===== src/logic/tetris_pkg.sv =====
package tetris_pkg;

	localparam int FIELD_COLS = 24;
	localparam int FIELD_ROWS = 24;
	localparam int CELL_COUNT = FIELD_COLS * FIELD_ROWS;
	localparam int IDX_W = $clog2(CELL_COUNT);

	typedef logic [4:0] col_t;
	typedef logic [4:0] row_t;
	typedef logic [IDX_W-1:0] idx_t;

	typedef enum logic [3:0] {
		sq, bar_h, bar_v,
		tee_0, tee_1, tee_2, tee_3,
		ell_0, ell_1, ell_2, ell_3,
		zed_0, zed_1,
		ess_0, ess_1
	} shape_e;

	typedef enum logic [1:0] {
		op_probe,
		op_place,
		op_rotate,
		op_restart
	} op_e;

	// one cell of a piece relative to its anchor
	typedef struct packed {
		logic signed [2:0] dc;
		logic [1:0] dr;
	} offset_t;

	localparam offset_t FOOTPRINT [15][4] = '{
		'{'{ 3'sd0, 2'd0}, '{ 3'sd1, 2'd0}, '{ 3'sd0, 2'd1}, '{ 3'sd1, 2'd1}}, // sq
		'{'{ 3'sd0, 2'd0}, '{ 3'sd1, 2'd0}, '{ 3'sd2, 2'd0}, '{ 3'sd3, 2'd0}}, // bar_h
		'{'{ 3'sd0, 2'd0}, '{ 3'sd0, 2'd1}, '{ 3'sd0, 2'd2}, '{ 3'sd0, 2'd3}}, // bar_v
		'{'{ 3'sd0, 2'd0}, '{-3'sd1, 2'd1}, '{ 3'sd0, 2'd1}, '{ 3'sd1, 2'd1}}, // tee_0
		'{'{ 3'sd0, 2'd0}, '{ 3'sd0, 2'd1}, '{ 3'sd1, 2'd1}, '{ 3'sd0, 2'd2}}, // tee_1
		'{'{ 3'sd0, 2'd0}, '{ 3'sd1, 2'd0}, '{ 3'sd2, 2'd0}, '{ 3'sd1, 2'd1}}, // tee_2
		'{'{ 3'sd0, 2'd0}, '{-3'sd1, 2'd1}, '{ 3'sd0, 2'd1}, '{ 3'sd0, 2'd2}}, // tee_3
		'{'{ 3'sd0, 2'd0}, '{ 3'sd0, 2'd1}, '{ 3'sd0, 2'd2}, '{ 3'sd1, 2'd2}}, // ell_0
		'{'{ 3'sd0, 2'd0}, '{ 3'sd1, 2'd0}, '{ 3'sd2, 2'd0}, '{ 3'sd0, 2'd1}}, // ell_1
		'{'{ 3'sd0, 2'd0}, '{ 3'sd1, 2'd0}, '{ 3'sd1, 2'd1}, '{ 3'sd1, 2'd2}}, // ell_2
		'{'{ 3'sd0, 2'd0}, '{-3'sd2, 2'd1}, '{-3'sd1, 2'd1}, '{ 3'sd0, 2'd1}}, // ell_3
		'{'{ 3'sd0, 2'd0}, '{ 3'sd0, 2'd1}, '{ 3'sd1, 2'd1}, '{ 3'sd1, 2'd2}}, // zed_0
		'{'{ 3'sd0, 2'd0}, '{ 3'sd1, 2'd0}, '{-3'sd1, 2'd1}, '{ 3'sd0, 2'd1}}, // zed_1
		'{'{ 3'sd0, 2'd0}, '{-3'sd1, 2'd1}, '{ 3'sd0, 2'd1}, '{-3'sd1, 2'd2}}, // ess_0
		'{'{ 3'sd0, 2'd0}, '{ 3'sd1, 2'd0}, '{ 3'sd1, 2'd1}, '{ 3'sd2, 2'd1}}  // ess_1
	};

	localparam shape_e ROTATE_NEXT [15] = '{
		sq, bar_v, bar_h,
		tee_1, tee_2, tee_3, tee_0,
		ell_1, ell_2, ell_3, ell_0,
		zed_1, zed_0,
		ess_1, ess_0
	};

	typedef struct packed {
		col_t col;
		row_t row;
		logic in_field;
	} cell_t;

	typedef struct packed {
		op_e op;
		shape_e shape;
		col_t col;
		row_t row;
	} req_t;

	typedef struct packed {
		op_e op;
		shape_e shape;
		cell_t [3:0] cells;
	} fp_t;

	typedef struct packed {
		fp_t fp;
		logic landed;
		logic hit_left;
		logic hit_right;
		logic overlap;
	} chk_t;

	typedef struct packed {
		shape_e shape;
		logic landed;
		logic hit_left;
		logic hit_right;
		logic overlap;
		logic [2:0] cleared;
		logic [7:0] score;
	} res_t;

	// row major, row 0 at the top
	function automatic idx_t cell_index(input col_t c, input row_t r);
		return idx_t'(r) * idx_t'(FIELD_COLS) + idx_t'(c);
	endfunction

endpackage


===== src/logic/piece_footprint.sv =====
`timescale 1ns/1ns

module piece_footprint import tetris_pkg::*; (
	input logic ADDR,
	input logic rst_n,

	input req_t req,
	input logic req_valid,
	output logic req_ready,

	output fp_t fp,
	output logic fp_valid,
	input logic fp_ready
);

	fp_t fp_next;
	offset_t off;
	logic signed [6:0] abs_col;
	logic [5:0] abs_row;
	logic load;

	assign req_ready = !fp_valid || fp_ready;
	assign load = req_valid && req_ready;

	always_comb begin
		fp_next.op = req.op;
		if (req.op == op_rotate) begin
			fp_next.shape = ROTATE_NEXT[req.shape];
		end else begin
			fp_next.shape = req.shape;
		end

		for (int i = 0; i < 4; i++) begin
			off = FOOTPRINT[req.shape][i];
			// anchor plus sign extended column offset
			abs_col = $signed({2'b00, req.col}) + $signed({{4{off.dc[2]}}, off.dc});
			abs_row = {1'b0, req.row} + {4'b0000, off.dr};

			fp_next.cells[i].col = abs_col[4:0];
			fp_next.cells[i].row = abs_row[4:0];
			fp_next.cells[i].in_field = !abs_col[6] &&
				(abs_col < FIELD_COLS) &&
				(abs_row < FIELD_ROWS);
		end
	end

	always_ff @(posedge ADDR) begin
		if (!rst_n) begin
			fp_valid <= 1'b0;
		end else if (load) begin
			fp_valid <= 1'b1;
		end else if (fp_ready) begin
			fp_valid <= 1'b0;
		end
	end

	always_ff @(posedge ADDR) begin
		if (load) begin
			fp <= fp_next;
		end
	end

endmodule


===== config.mk =====
export PLATFORM = sky130hd
export DESIGN_NAME = piece_footprint
export DESIGN_NICKNAME = d
export VERILOG_FILES = /design/src/logic/tetris_pkg.sv /design/src/logic/piece_footprint.sv
export SDC_FILE = /design/constraint.sdc
export NUM_CORES = 1
export LEC_CHECK = 0
export BUFFER_PORTS_ARGS = -buffer_cell sky130_fd_sc_hd__buf_2
export CAP_MARGIN = 20
export CORE_AREA = 5 5 94 96
export DETAILED_ROUTE_END_ITERATION = 10
export DIE_AREA = 0 0 99 101
export GPL_ROUTABILITY_DRIVEN = 0
export SYNTH_ARGS = -nofsm -noshare
export SYNTH_HDL_FRONTEND = slang
export SYNTH_SLANG_ARGS = --single-unit

===== constraint.sdc =====
create_clock -name ADDR -period 4.21 [get_ports ADDR]
set_clock_uncertainty 0.15 [all_clocks]
set_input_delay 1.0525 -clock ADDR [delete_from_list [all_inputs] [get_ports ADDR]]
set_output_delay 1.0525 -clock ADDR [all_outputs]
set_load 0.05 [all_outputs]

==> impl_metrics.prom, run 1 <==
# TYPE chip_impl_metric gauge
chip_impl_info{name="clk_root_buf",value="clkbuf_8"} 1
chip_impl_metric{name="critical_path_depth",unit=""} 10
chip_impl_metric{name="sw_frac_of_total",unit="%"} 33.0
chip_impl_metric{name="yosys-mux-area-fraction",unit="%"} 3.02
chip_impl_metric{name="fin_tns_setup",unit="ns"} 0
chip_impl_metric{name="via_count_of_the_first_global_routing_pass",unit=""} 2143
chip_impl_info{name="min-delay-path-class",value="reg2reg"} 1
chip_impl_metric{name="max_cap_viol_count",unit=""} 0
chip_impl_metric{name="grt_antenna_before_repair",unit=""} 0
chip_impl_metric{name="fin_cells",unit=""} 432
chip_impl_metric{name="cp_data_arrival_time",unit="ns"} 3.79
chip_impl_metric{name="layout.filler_cells",unit=""} 756
chip_impl_metric{name="yosys_register_bits",unit=""} 51
chip_impl_metric{name="num_vias",unit=""} 2136
chip_impl_metric{name="floorplan.initialDensity",unit="%"} 38.5
chip_impl_metric{name="finalCritPeriodShare",unit="%"} 90.2
chip_impl_info{name="rsz0062_at_grt",value="no"} 1
chip_impl_metric{name="synthArstFlopShare",unit="%"} 0
chip_impl_metric{name="place.port_buffers",unit=""} 71
chip_impl_metric{name="io_pins",unit=""} 72
chip_impl_metric{name="critical_path.n_buffers_inverters",unit=""} 2
chip_impl_info{name="timing.critical_path.from_type",value="input port"} 1
chip_impl_metric{name="totalWireLength",unit="mm"} 6.28
chip_impl_info{name="run_status",value="complete, no violations"} 1
chip_impl_metric{name="cts_num_sinks",unit=""} 51
chip_impl_info{name="synth_top_family_by_area",value="adder cells"} 1
chip_impl_info{name="reg2reg_launch_point",value="fp_valid"} 1
chip_impl_metric{name="seqPwrFrac",unit="%"} 43.3
chip_impl_metric{name="critical_path.max_stage_delay",unit="ns"} 0.57
chip_impl_metric{name="switching_power",unit="mW"} 0.480
chip_impl_info{name="critPathCapture",value="fp[11]"} 1
chip_impl_metric{name="post_synth_fa_ha_maj_area_fraction",unit="%"} 14.3
chip_impl_metric{name="grt_pass1_wl",unit="mm"} 10.6
chip_impl_info{name="synth_top_flop_cell",value="edfxtp_1"} 1
chip_impl_metric{name="clockPowerShare",unit="%"} 27.8
chip_impl_metric{name="die_h",unit="µm"} 101
chip_impl_metric{name="gr-total-overflow",unit=""} 0
chip_impl_info{name="critical-path-top-delay-family",value="multiplexers"} 1
chip_impl_metric{name="detailed_place_hpwl",unit="mm"} 4.69
chip_impl_metric{name="cts_inserted_buffers",unit=""} 5
chip_impl_metric{name="grt.total_usage",unit="%"} 13.3
chip_impl_metric{name="drt_first_iter_violations",unit=""} 43
chip_impl_info{name="cell_breakdown_of_the_critical_path",value="buf_2 -> inv_1 -> ha_1 -> mux2i_1 -> mux2i_1 -> ha_1 -> and3b_1 -> a221o_1 -> or3_1 -> a221oi_2"} 1
chip_impl_metric{name="placed_cells_incl_taps",unit=""} 423
chip_impl_metric{name="synthCells",unit=""} 256
chip_impl_metric{name="synth-xor-area-share",unit="%"} 5.13
chip_impl_info{name="worst_setup_ep_type",value="register"} 1
chip_impl_metric{name="clock_tree.buffer_depth",unit=""} 2
chip_impl_info{name="setup.worst_path.start",value="req[10]"} 1
chip_impl_metric{name="comb_power_share",unit="%"} 28.9
chip_impl_metric{name="placeableCoreArea",unit="mm²"} 0.00797
chip_impl_metric{name="worst_slew_pin_slew",unit="ns"} 0.700
chip_impl_metric{name="ir_worst_vdd",unit="mV"} 0.143
chip_impl_metric{name="largest_net_degree_at_the_start_of_global_routing",unit=""} 51
chip_impl_metric{name="sequential_element_share_of_the_synthesized_area",unit="%"} 49.6
chip_impl_metric{name="worst_skew_pair.late_latency",unit="ns"} 0.30
chip_impl_metric{name="slew_viol_final",unit=""} 0
chip_impl_info{name="rr_endpoint",value="fp[18]"} 1
chip_impl_metric{name="synth_simple_gate_area_share",unit="%"} 11.4
chip_impl_metric{name="clock_transition_at_the_registers_of_the_reported_paths",unit="ns"} 0.09
chip_impl_metric{name="synth_compound_gate_area_share",unit="%"} 12.8
chip_impl_metric{name="power.internal",unit="mW"} 0.976
chip_impl_metric{name="syn-num-nets",unit=""} 308
chip_impl_metric{name="finalHoldViolations",unit=""} 0
chip_impl_metric{name="synth_top_area_share",unit="%"} 48.9
chip_impl_metric{name="detail_route.vias_per_cell",unit=""} 4.94
chip_impl_metric{name="syn_avg_cell_area",unit="µm²"} 12.0
chip_impl_metric{name="final_net_count",unit=""} 378
chip_impl_metric{name="power_density_cells",unit="mW/mm²"} 398
chip_impl_metric{name="yosys_warnings",unit=""} 0
chip_impl_metric{name="ff_to_ff_path_depth",unit=""} 3
chip_impl_metric{name="r2r_slack",unit="ns"} 2.57
chip_impl_metric{name="routed_wire_length_per_instance",unit="µm"} 14.5
chip_impl_metric{name="final_layout_size_suffix_gt1_share",unit="%"} 27.5
chip_impl_metric{name="design.die.area",unit="mm²"} 0.0100
chip_impl_info{name="tritoncts",value="yes"} 1
chip_impl_metric{name="std_cell_rows",unit=""} 33
chip_impl_metric{name="worst-path-max-fanout",unit=""} 12
chip_impl_metric{name="maxSlewHeadroom",unit="%"} 52.0
chip_impl_metric{name="static-leakage-power",unit="nW"} 1.56
chip_impl_metric{name="synth_enable_flop_cells",unit=""} 50
chip_impl_metric{name="postCtsSetupBuffers",unit=""} 0
chip_impl_info{name="synth_top_cells_by_area",value="edfxtp_1 (49%), ha_1 (11%), xnor2_1 (3.4%), fa_1 (3.3%), a21oi_1 (2.4%)"} 1
chip_impl_metric{name="post_cts_resized",unit=""} 0
chip_impl_metric{name="chipWidth",unit="µm"} 99
chip_impl_metric{name="detail_route_antenna_nets",unit=""} 0
chip_impl_metric{name="antenna-diode-count",unit=""} 0
chip_impl_metric{name="fmaxAchievable",unit="GHz"} 0.263
chip_impl_info{name="synth_area_leader_cell",value="edfxtp_1"} 1
chip_impl_metric{name="setup_violations",unit=""} 0
chip_impl_metric{name="synth.cell_area",unit="mm²"} 0.00307
chip_impl_info{name="timing_worst_setup_path_type",value="in2reg"} 1
chip_impl_metric{name="drc_errors",unit=""} 0
chip_impl_metric{name="crit_required",unit="ns"} 4.20
chip_impl_metric{name="detailedRoute.firstPassIterationCount",unit=""} 4
chip_impl_metric{name="htree_levels",unit=""} 2
chip_impl_metric{name="cts_hold_buf",unit=""} 0
chip_impl_info{name="critical_path.slowest_cell",value="mux2i_1"} 1
chip_impl_metric{name="post-route-util",unit="%"} 46.0
chip_impl_metric{name="post-route-min-period",unit="ns"} 3.80
chip_impl_metric{name="synth.distinct_cells",unit=""} 55
chip_impl_metric{name="syn2layout_area_growth",unit="%"} 19.3
==> registers in the layout (all words and copies together) (netlist names) <==
signal    count
fp_valid      1
fp           50
==> logic make-up (layout without fill, tap and decap cells) <==
| family | Yosys count | in the layout |
|---|---|---|
| AO/OA/AOI/OAI | 56 | 56 |
| flip-flops | 51 | 51 |
| adder cells (fa/ha/maj) | 32 | 32 |
| buffers and inverters | 24 | 95 |
| XOR/XNOR | 18 | 18 |
| AND/OR/NAND/NOR | 66 | 66 |
| multiplexers | 9 | 9 |
==> power by group through the flow <==
stage	Sequential, mW	Combinational [mW]	Clock, mW
floorplan	0.809	0.160	0
global placement	0.643	0.420	0
detailed placement	0.644	0.423	0
CTS	0.632	0.425	0.419
global route	0.636	0.458	0.438
finish	0.630	0.421	0.404
==> tightest hold or removal path, stage by stage, from the launching register on <==
cell and delay, ns:
dfxtp_1 0.32, nand2b_1 0.09, a21boi_0 0.08
==> worst min path at each step <==
stage / endpoint / slack, ns / start / cells after the start
after floorplan: fp_valid / 1.0 / fp_valid / 2
after global placement: fp_valid / 0.35 / fp_valid / 2
after detailed placement: fp_valid / 0.37 / fp_valid / 2
after CTS: fp_valid / 0.39 / fp_valid / 2
after global routing: fp_valid / 0.41 / fp_valid / 2
final: fp_valid / 0.38 / fp_valid / 2
==> cells in the mapped netlist (all sizes together), types with 4 or more instances <==
master / n
xnor2: 12
nand3: 6
edfxtp: 50
nor2: 16
nand2b: 6
mux2i: 7
a31oi: 4
a211oi: 4
a21oi: 15
fa: 5
clkbuf: 6
and3b: 5
o21ai: 7
xor2: 6
buf: 5
nand2: 16
a21o: 5
ha: 27
inv: 12
==> layout make-up <==
type	instances	area [µm²]	area share, %
clock buffer	5	68.8	1.88
timing repair buffer	75	398	10.9
clock inverter	3	67.6	1.84
sequential	51	1520	41.5
inverter	12	45.0	1.23
multi-input combinational	181	1430	39.1
tap	105	131	3.59
==> metrics by stage <==
step | worst slack [ns] | hold WS [ns] | area [µm²] | power (mW)
6_report | 0.414 | 0.381 | 3660 | 1.46
5_1_grt | 0.237 | 0.413 | 3660 | 1.53
4_1_cts | 0.412 | 0.385 | 3640 | 1.48
3_5_place_dp | 0.0909 | 0.371 | 3510 | 1.07
3_3_place_gp | 0.182 | 0.355 | 3510 | 1.06
2_1_floorplan | 0.384 | 0.996 | 3070 | 0.969
==> routing by layer <==
layer | routed length [µm] | GRT usage (%) | up-vias | part of all wire, %
met2 | 3040 | 22.6 | 50 | 48
met1 | 2820 | 16.5 | 989 | 45
met3 | 345 | 2.70 | 5 | 5.5
met4 | 75 | 5.04 | 0 | 1.2
li1 | - | - | 1092 | -
met5 | 0 | 0 | - | 0
==> layout by cell type, fill, tap and decap left out, types with 3 or more instances in the layout <==
| cell | Yosys | routed |
|---|---|---|
| a211oi_1 | 4 | 4 |
| nor2_1 | 16 | 16 |
| buf_2 | 3 | 71 |
| nand2b_1 | 6 | 6 |
| xnor2_1 | 12 | 12 |
| nor3_1 | 3 | 3 |
| a21o_1 | 5 | 5 |
| nand3_1 | 5 | 5 |
| mux2i_1 | 7 | 7 |
| fa_1 | 5 | 5 |
| ha_1 | 27 | 27 |
| or3_1 | 3 | 3 |
| and3b_1 | 4 | 4 |
| o211ai_1 | 3 | 3 |
| clkbuf_8 | 1 | 5 |
| o21ai_0 | 6 | 6 |
| nand2_1 | 16 | 16 |
| inv_1 | 11 | 11 |
| a32o_1 | 3 | 3 |
| buf_4 | 0 | 3 |
| a31oi_1 | 4 | 4 |
| edfxtp_1 | 50 | 50 |
| xor2_1 | 6 | 6 |
| a21oi_1 | 15 | 15 |
Power figures use the tool's default switching activity.
==> inputs of run 2 (changes only) <==
clock period = 3.1 ns   (was 4.21 ns; I/O delays follow)
==> impl_metrics.prom, run 2 (same netlist as run 1, synthesis figures left out) <==
# TYPE chip_impl_metric gauge
chip_impl_metric{name="cts_num_sinks",unit=""} 51
chip_impl_metric{name="via_count_of_the_first_global_routing_pass",unit=""} 2357
chip_impl_metric{name="maxSlewHeadroom",unit="%"} 64.4
chip_impl_metric{name="postLayoutSetupSlackWorst",unit="ns"} -0.0107
chip_impl_metric{name="grt_pass1_wl",unit="mm"} 11.4
chip_impl_metric{name="num_vias",unit=""} 2421
chip_impl_info{name="failed_checks",value="negative setup slack"} 1
chip_impl_metric{name="detailed_place_hpwl",unit="mm"} 5.24
chip_impl_metric{name="detailedRoute.firstPassIterationCount",unit=""} 4
chip_impl_metric{name="chipWidth",unit="µm"} 99
chip_impl_metric{name="final_layout_size_suffix_gt1_share",unit="%"} 46.6
chip_impl_metric{name="cp_data_arrival_time",unit="ns"} 3.10
chip_impl_metric{name="clock_tree.buffer_depth",unit=""} 2
chip_impl_metric{name="largest_net_degree_at_the_start_of_global_routing",unit=""} 32
chip_impl_metric{name="worst_slew_pin_slew",unit="ns"} 0.534
chip_impl_metric{name="worst-path-max-fanout",unit=""} 4
chip_impl_metric{name="finalHoldViolations",unit=""} 0
chip_impl_info{name="timing.critical_path.from_type",value="input port"} 1
chip_impl_metric{name="place.port_buffers",unit=""} 71
chip_impl_metric{name="dpl-instance-area",unit="mm²"} 0.00400
chip_impl_metric{name="htree_levels",unit=""} 2
chip_impl_info{name="run_status",value="complete, but fails checks"} 1
chip_impl_info{name="largest_register",value="fp"} 1
chip_impl_info{name="biggestRegsByFlops",value="fp x50, fp_valid x1"} 1
chip_impl_metric{name="totalWireLength",unit="mm"} 7.05
chip_impl_metric{name="finalCritPeriodShare",unit="%"} 100
chip_impl_metric{name="final_net_count",unit=""} 435
chip_impl_metric{name="crit_required",unit="ns"} 3.09
chip_impl_metric{name="detail_route_antenna_nets",unit=""} 0
chip_impl_metric{name="routed_wire_length_per_instance",unit="µm"} 14.4
chip_impl_metric{name="post-route-util",unit="%"} 54.4
chip_impl_metric{name="largest_register_ffs",unit=""} 50
chip_impl_info{name="mostFrequentLayoutCell",value="buf_2"} 1
chip_impl_metric{name="cts_hold_buf",unit=""} 0
chip_impl_metric{name="min_path_cells",unit=""} 2
chip_impl_metric{name="gr-total-overflow",unit=""} 0
chip_impl_metric{name="fmaxAchievable",unit="GHz"} 0.321
chip_impl_metric{name="design.die.area",unit="mm²"} 0.0100
chip_impl_metric{name="ir_worst_vdd",unit="mV"} 0.215
chip_impl_metric{name="grt_antenna_before_repair",unit=""} 0
chip_impl_info{name="most-common-layout-cells",value="buf_2 (68), buf_4 (58), edfxtp_1 (50)"} 1
chip_impl_metric{name="design_area",unit="mm²"} 0.00433
chip_impl_metric{name="clock_transition_at_the_registers_of_the_reported_paths",unit="ns"} 0.09
chip_impl_metric{name="grt.total_usage",unit="%"} 14.0
chip_impl_info{name="worst_setup_ep_type",value="register"} 1
chip_impl_metric{name="slew_viol_final",unit=""} 0
chip_impl_metric{name="io_pins",unit=""} 72
chip_impl_metric{name="std_cell_rows",unit=""} 33
chip_impl_metric{name="placeableCoreArea",unit="mm²"} 0.00797
chip_impl_info{name="tritoncts",value="yes"} 1
chip_impl_metric{name="drt_first_iter_violations",unit=""} 49
chip_impl_metric{name="fin_tns_setup",unit="ns"} -0.0107
chip_impl_metric{name="drc_errors",unit=""} 0
chip_impl_metric{name="static-leakage-power",unit="nW"} 1.83
chip_impl_metric{name="syn2layout_area_growth",unit="%"} 41.1
chip_impl_metric{name="antenna-diode-count",unit=""} 0
chip_impl_metric{name="setup_violations",unit=""} 1
chip_impl_metric{name="max_cap_viol_count",unit=""} 0
chip_impl_metric{name="post-route-min-period",unit="ns"} 3.11
chip_impl_info{name="rsz0062_at_grt",value="yes"} 1
chip_impl_metric{name="power_density_cells",unit="mW/mm²"} 454
chip_impl_metric{name="ff_to_ff_path_depth",unit=""} 3
chip_impl_info{name="timing_worst_setup_path_type",value="in2reg"} 1
chip_impl_info{name="min-delay-path-class",value="reg2reg"} 1
chip_impl_metric{name="cts_inserted_buffers",unit=""} 5
chip_impl_metric{name="floorplan.initialDensity",unit="%"} 38.5
chip_impl_info{name="clk_root_buf",value="clkbuf_8"} 1
chip_impl_metric{name="worst_skew_pair.late_latency",unit="ns"} 0.29
chip_impl_metric{name="die_h",unit="µm"} 101
chip_impl_metric{name="detail_route.vias_per_cell",unit=""} 4.95
-- run 2: changes by cell type in the layout (fill, tap and decap cells not counted), sizes merged --
cell / change
bufinv: -2
inv: -1
clkinv: +1
buf: +57
clkbuf: +2
-- run 2: final timing paths --
check / endpoint / slack (ns) / startpoint
max reg2reg: fp[19] / 1.47 / fp_valid
min: fp_valid / 0.38 / fp_valid
max: fp[22] / -0.01 / req[11]
min reg2reg: fp_valid / 0.38 / fp_valid
-- run 2: layer usage --
metal	vias up	GRT usage, %	part of all wire (%)
met5	-	0	0
met4	0	3.47	0.94
met3	5	2.28	3.5
met2	44	24.7	52
met1	1158	18.0	44
li1	1214	-	-
-- run 2: through the flow --
step / worst slack, ns / power [mW] / instances / hold WS, ns
floorplan: -0.101 / 1.33 / 256 / 0.724
global placement: -0.354 / 1.54 / 473 / 0.348
detailed placement: -0.400 / 1.55 / 473 / 0.371
CTS: 0.00153 / 1.95 / 482 / 0.383
global route: -0.113 / 2.08 / 489 / 0.423
finish: -0.0107 / 1.97 / 489 / 0.378
-- run 2: area by class of cell --
class / instances / area (µm²)
clock buffer: 7 / 86.3
clock inverter: 1 / 5.00
fill: 714 / 3640
inverter: 12 / 58.8
multi-input combinational: 181 / 1660
sequential: 51 / 1520
tap: 105 / 131
timing repair buffer: 132 / 865
-- run 2: where the power goes --
| part | internal [mW] | switching, mW |
|---|---|---|
| Sequential | 0.843 | 0.0131 |
| Combinational | 0.266 | 0.455 |
| Clock | 0.181 | 0.209 |
-- run 2: worst max-delay path: stages --
cell	delay, ns
buf_8	0.10
clkinvlp_4	0.13
buf_4	0.14
ha_2	0.16
nand2b_4	0.13
o21ai_0	0.09
ha_2	0.20
fa_2	0.42
a211oi_4	0.22
nor3b_1	0.09
or4_1	0.42
a221oi_2	0.22
-- run 2: timing repair --
action	in CTS	in global routing
setup endpoints to repair	2	3
gates resized for setup	4	29
setup buffers	1	7
pin swaps	2	15
cloned	0	0
==> inputs of run 3 (changes only) <==
MAX_ROUTING_LAYER = met4   (was not set)
clock period = 3.33 ns   (was 3.1 ns; I/O delays follow)
==> impl_metrics.prom, run 3 (same netlist as run 1, synthesis figures left out) <==
# TYPE chip_impl_metric gauge
chip_impl_metric{name="detailedRoute.firstPassIterationCount",unit=""} 4
chip_impl_metric{name="antenna-diode-count",unit=""} 0
chip_impl_metric{name="postCtsSetupBuffers",unit=""} 0
chip_impl_info{name="gr-max-usage-layer",value="met2"} 1
chip_impl_info{name="largest_register",value="fp"} 1
chip_impl_metric{name="met1_usage",unit="%"} 17.9
chip_impl_metric{name="cts_num_sinks",unit=""} 51
chip_impl_metric{name="worst-path-max-fanout",unit=""} 6
chip_impl_info{name="hold_end",value="fp_valid"} 1
chip_impl_metric{name="die_h",unit="µm"} 101
chip_impl_metric{name="htree_levels",unit=""} 2
chip_impl_info{name="timing_worst_setup_path_type",value="in2reg"} 1
chip_impl_metric{name="dpl-instance-area",unit="mm²"} 0.00391
chip_impl_info{name="rsz0062_at_grt",value="no"} 1
chip_impl_metric{name="design_power_total",unit="mW"} 1.74
chip_impl_info{name="timing.hold.worst.start",value="fp_valid"} 1
chip_impl_metric{name="clock_transition_at_the_registers_of_the_reported_paths",unit="ns"} 0.09
chip_impl_metric{name="crit_required",unit="ns"} 3.31
chip_impl_info{name="clk_root_buf",value="clkbuf_8"} 1
chip_impl_metric{name="slew_viol_final",unit=""} 0
chip_impl_metric{name="grt.met3_usage",unit="%"} 2.91
chip_impl_metric{name="worst_slew_pin_slew",unit="ns"} 0.402
chip_impl_info{name="run_status",value="complete, no violations"} 1
chip_impl_metric{name="grt_antenna_before_repair",unit=""} 0
chip_impl_info{name="tritoncts",value="yes"} 1
chip_impl_metric{name="io_pins",unit=""} 72
chip_impl_metric{name="power_density_cells",unit="mW/mm²"} 436
chip_impl_metric{name="finalCritPeriodShare",unit="%"} 95.6
chip_impl_metric{name="final_layout_size_suffix_gt1_share",unit="%"} 39.5
chip_impl_metric{name="via_count_of_the_first_global_routing_pass",unit=""} 2327
chip_impl_metric{name="clock_tree.buffer_depth",unit=""} 2
chip_impl_metric{name="largest_net_degree_at_the_start_of_global_routing",unit=""} 51
chip_impl_metric{name="worst_skew_pair.late_latency",unit="ns"} 0.29
chip_impl_metric{name="grt.total_usage",unit="%"} 14.4
chip_impl_metric{name="detailedPlace.worstSlack",unit="ns"} -0.241
chip_impl_metric{name="cts_hold_buf",unit=""} 0
chip_impl_metric{name="finalHoldViolations",unit=""} 0
chip_impl_metric{name="num_vias",unit=""} 2302
chip_impl_metric{name="min_path_cells",unit=""} 2
chip_impl_metric{name="postLayoutSetupSlackWorst",unit="ns"} 0.145
chip_impl_metric{name="detail_route.vias_per_cell",unit=""} 4.83
chip_impl_metric{name="fmaxAchievable",unit="GHz"} 0.314
chip_impl_metric{name="placeableCoreArea",unit="mm²"} 0.00797
chip_impl_metric{name="design.die.area",unit="mm²"} 0.0100
chip_impl_metric{name="design_area",unit="mm²"} 0.00400
chip_impl_info{name="reg2reg_launch_point",value="fp_valid"} 1
chip_impl_info{name="min-delay-path-class",value="reg2reg"} 1
chip_impl_metric{name="largest_register_ffs",unit=""} 50
chip_impl_metric{name="chipWidth",unit="µm"} 99
chip_impl_metric{name="ff_to_ff_path_depth",unit=""} 3
chip_impl_metric{name="ir_worst_vdd",unit="mV"} 0.257
chip_impl_metric{name="totalWireLength",unit="mm"} 6.71
chip_impl_metric{name="drc_errors",unit=""} 0
chip_impl_metric{name="floorplan.initialDensity",unit="%"} 38.5
chip_impl_metric{name="place.port_buffers",unit=""} 71
chip_impl_metric{name="drt_first_iter_violations",unit=""} 64
chip_impl_info{name="worst_setup_ep_type",value="register"} 1
chip_impl_info{name="most-common-layout-cells",value="buf_2 (71), edfxtp_1 (50), buf_4 (48)"} 1
chip_impl_metric{name="gr-total-overflow",unit=""} 0
chip_impl_info{name="mostFrequentLayoutCell",value="buf_2"} 1
chip_impl_metric{name="detailed_place_hpwl",unit="mm"} 5.12
chip_impl_info{name="rr_endpoint",value="fp[18]"} 1
chip_impl_metric{name="post-route-util",unit="%"} 50.2
chip_impl_metric{name="static-leakage-power",unit="nW"} 1.75
chip_impl_metric{name="maxSlewHeadroom",unit="%"} 73.2
chip_impl_metric{name="layout.filler_cells",unit=""} 749
chip_impl_metric{name="setup_violations",unit=""} 0
chip_impl_info{name="biggestRegsByFlops",value="fp x50, fp_valid x1"} 1
chip_impl_metric{name="routed_wire_length_per_instance",unit="µm"} 14.1
chip_impl_metric{name="cts_inserted_buffers",unit=""} 5
chip_impl_metric{name="grt.met2_usage",unit="%"} 23.9
chip_impl_info{name="timing.critical_path.from_type",value="input port"} 1
chip_impl_metric{name="detail_route_antenna_nets",unit=""} 0
chip_impl_metric{name="r2r_slack",unit="ns"} 2.00
chip_impl_metric{name="max_cap_viol_count",unit=""} 0
chip_impl_metric{name="grt_pass1_wl",unit="mm"} 11.2
chip_impl_metric{name="std_cell_rows",unit=""} 33
chip_impl_metric{name="register_area",unit="mm²"} 0.00152
chip_impl_metric{name="cp_data_arrival_time",unit="ns"} 3.17
chip_impl_metric{name="final_net_count",unit=""} 423
chip_impl_metric{name="syn2layout_area_growth",unit="%"} 30.3
chip_impl_metric{name="post_cts_resized",unit=""} 0
chip_impl_metric{name="multi_input_area",unit="mm²"} 0.00148
chip_impl_metric{name="post-route-min-period",unit="ns"} 3.19
==> run 3: changes by cell type in the layout (fill, tap and decap cells not counted), moves of 3 or more <==
cell / before / now
ha_1: 14 / 25
buf_4: 58 / 48
ha_4: 10 / 1
a21oi_1: 12 / 15
a21oi_2: 3 / 0
buf_2: 68 / 71
buf_6: 3 / 0
==> run 3: metrics by stage <==
stage / setup TNS, ns / hold slack (ns) / cells
3_3_place_gp: -0.289 / 0.348 / 469
5_1_grt: 0 / 0.424 / 477
2_1_floorplan: -0.00773 / 0.781 / 256
4_1_cts: 0 / 0.387 / 477
3_5_place_dp: -0.508 / 0.374 / 469
6_report: 0 / 0.389 / 477
==> run 3: final cells by class <==
| cell class | instances | area share (%) |
|---|---|---|
| clock buffers | 5 | 1.72 |
| inverters | 12 | 1.19 |
| clock inverters | 3 | 0.375 |
| well taps | 105 | 3.28 |
| repair buffers | 120 | 18.4 |
| flip-flops and latches | 51 | 38.0 |
| multi-input cells | 181 | 37.0 |
==> run 3: worst max path at each step <==
stage | from | to | slack (ns) | cells past startpoint
2_1_floorplan | req[10] | fp[11] | -0.008 | 10
3_3_place_gp | req[11] | fp[11] | -0.14 | 11
3_5_place_dp | req[11] | fp[11] | -0.24 | 10
4_1_cts | req[11] | fp[11] | 0.08 | 10
5_1_grt | req[11] | fp[11] | 0.008 | 11
6_report | req[11] | fp[11] | 0.14 | 11
==> run 3: layer usage <==
| metal | vias up | part of all wire, % |
|---|---|---|
| li1 | 1184 | - |
| met1 | 1070 | 46 |
| met2 | 43 | 48 |
| met3 | 5 | 4.3 |
| met4 | 0 | 1.2 |
| met5 | - | 0 |
==> run 3: where the power goes <==
part	switching (mW)	internal [mW]	leakage, nW
Clock	0.201	0.144	0.0477
Combinational	0.400	0.202	1.21
Sequential	0.0124	0.785	0.493
Total	0.613	1.13	1.75
==> run 3: worst max-delay path: stages <==
cell,delay [ns]
buf_2,0.11
buf_4,0.15
ha_1,0.21
mux2i_2,0.22
mux2i_4,0.14
buf_4,0.17
fa_1,0.43
a211oi_2,0.24
o21bai_1,0.11
or3_1,0.32
a221oi_2,0.22
